<file path="config.mk">
export PLATFORM = sky130hd
export DESIGN_NAME = uart_loop_top
export DESIGN_NICKNAME = d
export VERILOG_FILES = /design/src/rtl/uart_cfg_pkg.sv /design/src/rtl/uart_frame_pkg.sv /design/src/rtl/uart_rx_if.sv /design/src/rtl/bit_timer.sv /design/src/rtl/uart_tx.sv /design/src/rtl/uart_rx_fsm.sv /design/src/rtl/uart_rx_datapath.sv /design/src/rtl/uart_loop_top.sv
export SDC_FILE = /design/constraint.sdc
export NUM_CORES = 1
export LEC_CHECK = 0
export BUFFER_PORTS_ARGS = -buffer_cell sky130_fd_sc_hd__buf_4
export CORE_MARGIN = 5
export CORE_UTILIZATION = 34
export DETAILED_ROUTE_END_ITERATION = 7
export PLACE_DENSITY_LB_ADDON = 0.3
export SYNTH_ARGS = -nofsm -noshare
export SYNTH_HDL_FRONTEND = slang
export SYNTH_HIERARCHICAL = 1
export SYNTH_SLANG_ARGS = --single-unit
</file>
<file path="constraint.sdc">
create_clock -name clk -period 2.3 [get_ports clk]
set_input_delay 0.23 -clock clk [delete_from_list [all_inputs] [get_ports clk]]
set_output_delay 0.23 -clock clk [all_outputs]
set_load 0.05 [all_outputs]
</file>
<file path="src/rtl/uart_cfg_pkg.sv">
`default_nettype none

package uart_cfg_pkg;

	// frame layout
	localparam int DATA_W = 8;                 // data bits per frame, lsb first on the line

	// defaults for the module parameters, top level overrides them
	localparam int DEF_CLKS_PER_BIT = 8;       // clk cycles per serial bit
	localparam bit DEF_PARITY_EN    = 1'b1;    // parity slot present
	localparam bit DEF_PARITY_ODD   = 1'b0;    // 0 even, 1 odd
	localparam int DEF_SYNC_STAGES  = 3;       // rx synchronizer depth

	// start + data + optional parity + stop
	function automatic int frame_bits(input bit parity_en);
		int n_bits;
		n_bits = DATA_W + 2 + int'(parity_en);
		return n_bits;
	endfunction

endpackage

`default_nettype wire

</file>
<file path="src/rtl/uart_frame_pkg.sv">
`default_nettype none

package uart_frame_pkg;

	import uart_cfg_pkg::*;

	// field layout of a transmit frame, start sits at bit 0
	typedef struct packed {
		logic              stop;
		logic              parity;
		logic [DATA_W-1:0] data;
		logic              start;
	} tx_fields_t;

	// loaded through fields, shifted out through raw
	typedef union packed {
		tx_fields_t        fields;
		logic [DATA_W+2:0] raw;
	} tx_frame_u;

	// receive sequencing
	typedef enum logic [2:0] {
		st_idle,
		st_start,
		st_data,
		st_parity,
		st_stop
	} rx_state_e;

endpackage

`default_nettype wire

</file>
<file path="src/rtl/uart_rx_if.sv">
`timescale 1ns/1ns
`default_nettype none

interface uart_rx_if;

	logic rx_bit;        // synchronized line level
	logic start_edge;    // falling edge on the line
	logic shift_data;    // capture one data bit
	logic check_parity;  // fold the parity bit in
	logic clear;         // new frame, reset the accumulator
	logic commit;        // frame accepted, publish the data
	logic parity_bad;    // accumulated parity disagrees

	modport fsm (
		input  rx_bit,
		input  start_edge,
		input  parity_bad,
		output shift_data,
		output check_parity,
		output clear,
		output commit
	);

	modport dp (
		output rx_bit,
		output start_edge,
		output parity_bad,
		input  shift_data,
		input  check_parity,
		input  clear,
		input  commit
	);

endinterface

`default_nettype wire

</file>
<file path="src/rtl/bit_timer.sv">
`timescale 1ns/1ns
`default_nettype none

module bit_timer
	import uart_cfg_pkg::*;
#(
	parameter int CLKS_PER_BIT = DEF_CLKS_PER_BIT
) (
	input  wire  clk,
	input  wire  reset,
	input  wire  i_restart,
	output logic o_mid_tick,
	output logic o_end_tick
);

	localparam int CNT_W = $clog2(CLKS_PER_BIT);
	localparam logic [CNT_W-1:0] MID_CNT  = CNT_W'(CLKS_PER_BIT / 2 - 1);
	localparam logic [CNT_W-1:0] LAST_CNT = CNT_W'(CLKS_PER_BIT - 1);

	logic [CNT_W-1:0] cnt;

	// modulo counter, restart lines the period up with a frame
	always_ff @(posedge clk) begin
		if (reset || i_restart) begin
			cnt <= '0;
		end else if (cnt == LAST_CNT) begin
			cnt <= '0;  // free run after the first period
		end else begin
			cnt <= cnt + 1'b1;
		end
	end

	assign o_mid_tick = (cnt == MID_CNT);   // half a period in
	assign o_end_tick = (cnt == LAST_CNT);  // last cycle of the bit

endmodule

`default_nettype wire

</file>
<file path="src/rtl/uart_tx.sv">
`timescale 1ns/1ns
`default_nettype none

module uart_tx
	import uart_cfg_pkg::*;
	import uart_frame_pkg::*;
#(
	parameter bit PARITY_EN  = DEF_PARITY_EN,
	parameter bit PARITY_ODD = DEF_PARITY_ODD
) (
	input  wire              clk,
	input  wire              reset,
	input  wire              i_enable,
	input  wire [DATA_W-1:0] i_data,
	input  wire              i_end_tick,
	output logic             o_restart,
	output logic             o_busy,
	output logic             o_serial
);

	localparam int CNT_W = $clog2(DATA_W + 3);
	localparam logic [CNT_W-1:0] LAST_BIT  = CNT_W'(frame_bits(PARITY_EN) - 1);
	localparam logic [CNT_W-1:0] LAST_DATA = CNT_W'(DATA_W);  // start occupies slot 0

	tx_frame_u        frame;
	logic [CNT_W-1:0] bit_cnt;  // bits already on the line
	logic             busy;
	logic             accept;
	logic             bit_done;

	assign accept    = i_enable & ~busy;  // enable while busy is dropped
	assign bit_done  = busy & i_end_tick;
	assign o_restart = accept;            // timer period starts with the start bit
	assign o_busy    = busy;
	assign o_serial  = ~busy | frame.raw[0];  // idle line is high

	always_ff @(posedge clk) begin
		if (reset) begin
			busy    <= 1'b0;
			bit_cnt <= '0;
		end else if (accept) begin
			busy    <= 1'b1;
			bit_cnt <= '0;
		end else if (bit_done) begin
			if (bit_cnt == LAST_BIT) begin
				busy <= 1'b0;  // stop bit has run its full period
			end
			bit_cnt <= bit_cnt + 1'b1;
		end
	end

	always_ff @(posedge clk) begin
		if (accept) begin
			frame.fields.start  <= 1'b0;
			frame.fields.data   <= i_data;
			frame.fields.parity <= (^i_data) ^ PARITY_ODD;
			frame.fields.stop   <= 1'b1;
		end else if (bit_done) begin
			if (!PARITY_EN && bit_cnt == LAST_DATA) begin
				frame.raw <= frame.raw >> 2;  // hop over the parity slot
			end else begin
				frame.raw <= frame.raw >> 1;
			end
		end
	end

endmodule

`default_nettype wire

</file>
<file path="src/rtl/uart_rx_fsm.sv">
`timescale 1ns/1ns
`default_nettype none

module uart_rx_fsm
	import uart_cfg_pkg::*;
	import uart_frame_pkg::*;
#(
	parameter bit PARITY_EN = DEF_PARITY_EN
) (
	input  wire      clk,
	input  wire      reset,
	uart_rx_if.fsm   rx,
	input  wire      i_mid_tick,
	output logic     o_restart,
	output logic     o_valid,
	output logic     o_error
);

	localparam int CNT_W = $clog2(DATA_W);
	localparam logic [CNT_W-1:0] LAST_DATA = CNT_W'(DATA_W - 1);

	rx_state_e        state;
	logic [CNT_W-1:0] bit_cnt;
	logic             stop_sample;
	logic             frame_ok;

	assign o_restart       = (state == st_idle) && rx.start_edge;  // sample point from the edge
	assign rx.clear        = o_restart;
	assign rx.shift_data   = (state == st_data) && i_mid_tick;
	assign rx.check_parity = (state == st_parity) && i_mid_tick;

	// stop must read high, parity only counts when the slot exists
	assign stop_sample = (state == st_stop) && i_mid_tick;
	assign frame_ok    = rx.rx_bit && !(PARITY_EN && rx.parity_bad);
	assign rx.commit   = stop_sample && frame_ok;

	always_ff @(posedge clk) begin
		if (reset) begin
			state   <= st_idle;
			bit_cnt <= '0;
		end else begin
			case (state)
				st_idle: begin
					if (rx.start_edge) begin
						state <= st_start;
					end
				end
				st_start: begin
					if (i_mid_tick) begin
						bit_cnt <= '0;
						// line back high by mid start, treat as a glitch
						state   <= rx.rx_bit ? st_idle : st_data;
					end
				end
				st_data: begin
					if (i_mid_tick) begin
						bit_cnt <= bit_cnt + 1'b1;
						if (bit_cnt == LAST_DATA) begin
							state <= PARITY_EN ? st_parity : st_stop;
						end
					end
				end
				st_parity: begin
					if (i_mid_tick) begin
						state <= st_stop;
					end
				end
				st_stop: begin
					if (i_mid_tick) begin
						state <= st_idle;
					end
				end
				default: state <= st_idle;
			endcase
		end
	end

	// registered so o_data is already updated when valid shows
	always_ff @(posedge clk) begin
		if (reset) begin
			o_valid <= 1'b0;
			o_error <= 1'b0;
		end else begin
			o_valid <= rx.commit;
			o_error <= stop_sample && !frame_ok;
		end
	end

endmodule

`default_nettype wire

</file>
<file path="src/rtl/uart_rx_datapath.sv">
`timescale 1ns/1ns
`default_nettype none

module uart_rx_datapath
	import uart_cfg_pkg::*;
#(
	parameter int SYNC_STAGES = DEF_SYNC_STAGES,
	parameter bit PARITY_ODD  = DEF_PARITY_ODD
) (
	input  wire               clk,
	input  wire               reset,
	input  wire               i_serial,
	uart_rx_if.dp             rx,
	output logic [DATA_W-1:0] o_data
);

	logic [SYNC_STAGES-1:0] sync;        // async line into clk domain
	logic                   line;
	logic                   prev_line;
	logic [DATA_W-1:0]      shift_reg;   // staging, lsb arrives first
	logic                   parity_acc;  // xor of data and parity bits

	assign line          = sync[SYNC_STAGES-1];
	assign rx.rx_bit     = line;
	assign rx.start_edge = prev_line & ~line;
	assign rx.parity_bad = parity_acc ^ PARITY_ODD;  // even wants 0, odd wants 1

	always_ff @(posedge clk) begin
		if (reset) begin
			sync      <= '1;  // idle high, no false edge out of reset
			prev_line <= 1'b1;
		end else begin
			sync      <= {sync[SYNC_STAGES-2:0], i_serial};
			prev_line <= line;
		end
	end

	always_ff @(posedge clk) begin
		if (reset || rx.clear) begin
			parity_acc <= 1'b0;
		end else if (rx.shift_data || rx.check_parity) begin
			parity_acc <= parity_acc ^ line;
		end
	end

	always_ff @(posedge clk) begin
		if (rx.shift_data) begin
			shift_reg <= {line, shift_reg[DATA_W-1:1]};  // shift right
		end
	end

	// bad frames never reach the output
	always_ff @(posedge clk) begin
		if (reset) begin
			o_data <= '0;
		end else if (rx.commit) begin
			o_data <= shift_reg;
		end
	end

endmodule

`default_nettype wire

</file>
<file path="src/rtl/uart_loop_top.sv">
`timescale 1ns/1ns
`default_nettype none

module uart_loop_top
	import uart_cfg_pkg::*;
#(
	parameter int CLKS_PER_BIT = DEF_CLKS_PER_BIT,
	parameter bit PARITY_EN    = DEF_PARITY_EN,
	parameter bit PARITY_ODD   = DEF_PARITY_ODD,
	parameter int SYNC_STAGES  = DEF_SYNC_STAGES
) (
	input  wire               clk,
	input  wire               reset,
	input  wire               i_tx_enable,
	input  wire  [DATA_W-1:0] i_tx_data,
	output logic              o_tx_busy,
	output logic              o_serial,
	input  wire               i_serial,
	output logic [DATA_W-1:0] o_rx_data,
	output logic              o_rx_valid,
	output logic              o_rx_error
);

	logic tx_restart;
	logic tx_end_tick;
	logic rx_restart;
	logic rx_mid_tick;

	uart_rx_if rx_if ();

	// tx side only needs bit boundaries
	bit_timer #(
		.CLKS_PER_BIT (CLKS_PER_BIT)
	) tx_timer (
		.clk        (clk),
		.reset      (reset),
		.i_restart  (tx_restart),
		.o_mid_tick (),
		.o_end_tick (tx_end_tick)
	);

	uart_tx #(
		.PARITY_EN  (PARITY_EN),
		.PARITY_ODD (PARITY_ODD)
	) tx (
		.clk        (clk),
		.reset      (reset),
		.i_enable   (i_tx_enable),
		.i_data     (i_tx_data),
		.i_end_tick (tx_end_tick),
		.o_restart  (tx_restart),
		.o_busy     (o_tx_busy),
		.o_serial   (o_serial)
	);

	// rx side samples at mid bit
	bit_timer #(
		.CLKS_PER_BIT (CLKS_PER_BIT)
	) rx_timer (
		.clk        (clk),
		.reset      (reset),
		.i_restart  (rx_restart),
		.o_mid_tick (rx_mid_tick),
		.o_end_tick ()
	);

	uart_rx_fsm #(
		.PARITY_EN (PARITY_EN)
	) rx_fsm (
		.clk        (clk),
		.reset      (reset),
		.rx         (rx_if.fsm),
		.i_mid_tick (rx_mid_tick),
		.o_restart  (rx_restart),
		.o_valid    (o_rx_valid),
		.o_error    (o_rx_error)
	);

	uart_rx_datapath #(
		.SYNC_STAGES (SYNC_STAGES),
		.PARITY_ODD  (PARITY_ODD)
	) rx_dp (
		.clk      (clk),
		.reset    (reset),
		.i_serial (i_serial),
		.rx       (rx_if.dp),
		.o_data   (o_rx_data)
	);

endmodule

`default_nettype wire

</file>
==> flow_metrics.env <==
export IMPL_place_ws_ps=430
export IMPL_drt_iter0_markers=78
export IMPL_synth_area_um2=2090
export IMPL_min_path_type="in2reg"
export IMPL_cts_buffers=5
export IMPL_combPwrFrac=0.071
export IMPL_finalCritPeriodShare=0.823
export IMPL_cts_hold_buf=0
export IMPL_async_flop_share=0
export IMPL_root_buffer="clkbuf_8"
export IMPL_critPathKind="reg2reg"
export IMPL_synth_compound_gate_area_share=0.0808
export IMPL_routed_wl_mm=3.38
export IMPL_ir_drop_mv=0.272
export IMPL_htreeDepth=2
export IMPL_syn_avg_cell_area_um2=12.5
export IMPL_drtPass1Iterations=5
export IMPL_grt_pass1_vias=1246
export IMPL_avgRoutedWirePerCell_um=12.6
export IMPL_yosys_cell_types_count=40
export IMPL_drt_drc_violations_left=0
export IMPL_drive_gt1_frac=0.242
export IMPL_muxShareOfSynthArea=0.0557
export IMPL_synth_edff_count=17
export IMPL_p_seq_frac=0.602
export IMPL_cp_arrival_ps=2080
export IMPL_nFillCells=583
export IMPL_cts_resized=0
export IMPL_clock_sinks=51
export IMPL_pin_count=24
export IMPL_portBuffers=23
export IMPL_power_leakage_uw=0.000930
export IMPL_core_um2=5960
export IMPL_max_slew_margin=0.586
export IMPL_ys_ff_latch=51
export IMPL_gp_congestion=0.743
export IMPL_num_antenna_cells=0
export IMPL_ant_nets=0
export IMPL_largest_register_ffs=11
export IMPL_rsz0062_at_grt="no"
export IMPL_die_width_um=88.4
export IMPL_grt_pass1_wl_mm=5.87
export IMPL_cp_top_family="simple AND/OR/NAND/NOR gates"
export IMPL_synth_fp_nets=189
export IMPL_p_clk_frac=0.328
export IMPL_num_rows=28
export IMPL_synth_adder_area_share=0.0598
export IMPL_grt_usage=0.0989
export IMPL_placed_area_um2=2320
export IMPL_place_hpwl_mm=2.26
export IMPL_grt_max_degree=33
export IMPL_grt_ovfl_total=0
export IMPL_internal_power_uw=1250
export IMPL_vias=1269
export IMPL_end_kind="register"
export IMPL_finalSetupViolations=0
export IMPL_finalClockSkew_ps=5.45
export IMPL_slowest_stage="and2_1"
export IMPL_clk_path_buf_depth=2
export IMPL_synth_simple_area_share=0.148
export IMPL_outcome="complete, no violations"
export IMPL_required_ps=2480
export IMPL_drv_slew=0
export IMPL_yosysWarnings=6
export IMPL_final_cell_area_um2=2420
export IMPL_insertion_delay_ps=300
export IMPL_p_sw_frac=0.221
export IMPL_die_area_um2=7820
export IMPL_worst_slew_pin_transition_ps=620
export IMPL_crit_path_frequent_cell="ha_1"
export IMPL_p_switching_uw=353
export IMPL_nets=215
export IMPL_crit_path_max_fanout=16
export IMPL_area_growth_pct=15.6
export IMPL_maxCapViolCount=0
export IMPL_slowest_delay_ps=560
export IMPL_powerDensity_nw_per_um2=661
export IMPL_path_cells="ha_1 -> ha_1 -> and2_1 -> nand4_1 -> xor2_1 -> nor3_2"
export IMPL_cts_tree="done"
export IMPL_start_kind="register"
export IMPL_synth_top_family_by_area="simple AND/OR/NAND/NOR gates"
export IMPL_antenna_found_initial=0
export IMPL_fmax_mhz=528
export IMPL_synthCells=167
export IMPL_fin_ws_ps=407
export IMPL_synthFlopType="dfxtp_1"
export IMPL_post_drt_via_cell_ratio=4.72
export IMPL_hold_viol_final=0
export IMPL_cp_num_buf_inv=0
export IMPL_path_clk_slew_ps=90
export IMPL_fin_setup_tns_ps=0
export IMPL_post_cts_buffers=0
export IMPL_dieHeight_um=88.4
export IMPL_min_period_ps=1890
export IMPL_initial_utilization=0.351
export IMPL_synth_xor_area_share=0.0461
export IMPL_synth_seq_area_share=0.570
## cell usage after synthesis (3+ instances only)
cell type / count / area, um^2
edfxtp_1: 17 / 510
ha_1: 10 / 125
a22o_1: 11 / 96.3
nor3b_1: 3 / 22.5
nor3_1: 6 / 30.0
nor4_1: 4 / 25.0
buf_6: 3 / 33.8
nor2_1: 11 / 41.3
xor2_1: 4 / 35.0
mux2i_1: 9 / 90.1
dfxtp_1: 34 / 681
buf_2: 3 / 15.0
xnor2_1: 7 / 61.3
nand2_1: 7 / 26.3
inv_1: 5 / 18.8
nor2b_1: 3 / 18.8
## cell type report
type / count / area (um^2) / share of cell area
tap: 75 / 93.8 / 0.0388
sequential: 51 / 1190 / 0.493
timing repair buffer: 27 / 203 / 0.0839
clock buffer: 6 / 82.6 / 0.0342
multi-input combinational: 103 / 817 / 0.338
clock inverter: 2 / 11.3 / 0.00466
inverter: 5 / 18.8 / 0.00776
## logic make-up after synthesis
logic type,Yosys count
buf+inv,13
flops,51
simple gates,51
fa+ha+maj,10
mux,11
compound gates,20
xor+xnor,11
## worst paths after layout
check | slack, ps | depth (start not counted) | to | from
worst min-delay path | 110 | 2 | rx_dp/sync[0] | i_serial
worst max-delay path | 410 | 6 | tx/bit_cnt[3] | tx_timer/cnt[0]
worst min register to register | 410 | 1 | rx_dp/sync[2] | rx_dp/sync[1]
worst max register to register | 410 | 6 | tx/bit_cnt[3] | tx_timer/cnt[0]
## power groups by stage
stage	registers, uW	clock network [uW]	logic, uW
finish	962	524	113
global route	965	592	125
CTS	962	549	115
detailed placement	984	0	114
global placement	983	0	112
floorplan	983	0	73.2
## metal layers
metal / vias up / part of all wire / routed length, um / track usage
li1: 645 / - / - / -
met1: 597 / 0.49 / 1650 / 0.130
met2: 22 / 0.46 / 1550 / 0.144
met3: 5 / 0.038 / 129 / 0.0317
met4: 0 / 0.014 / 49 / 0.0536
met5: - / 0 / 0 / 0
## through the flow
step                      std cells  total power, uW   util  hold slack (ps)
after floorplan                 167             1060      -              300
after global placement          261             1100  0.390              391
after detailed placement        261             1100  0.390              394
after CTS                       269             1630  0.406             99.7
after global routing            269             1680  0.406              106
final                           269             1600  0.406              108
## cell usage in the layout (no fill, tap or decap), types with 2 or more instances in the layout
| cell | n |
|---|---|
| inv_1 | 5 |
| nor2_1 | 11 |
| mux2i_1 | 9 |
| buf_4 | 27 |
| nor4b_2 | 2 |
| clkbuf_8 | 6 |
| or2_1 | 2 |
| xnor2_1 | 7 |
| edfxtp_1 | 17 |
| a22o_1 | 11 |
| ha_1 | 10 |
| nor2b_1 | 3 |
| xor2_1 | 4 |
| dfxtp_1 | 34 |
| nor3b_2 | 2 |
| or2_2 | 2 |
| nor3b_1 | 3 |
| nand2_1 | 7 |
| nor3_1 | 6 |
| nand2b_1 | 2 |
| nor4_1 | 4 |
## worst register-to-register path: cells and delay by family (launching register included)
kind | cells | cell delay (ps)
simple gates | 3 | 820
fa+ha+maj | 2 | 420
flops | 1 | 340
xor+xnor | 1 | 200
Note: power is estimated with default switching activity, not from simulation.
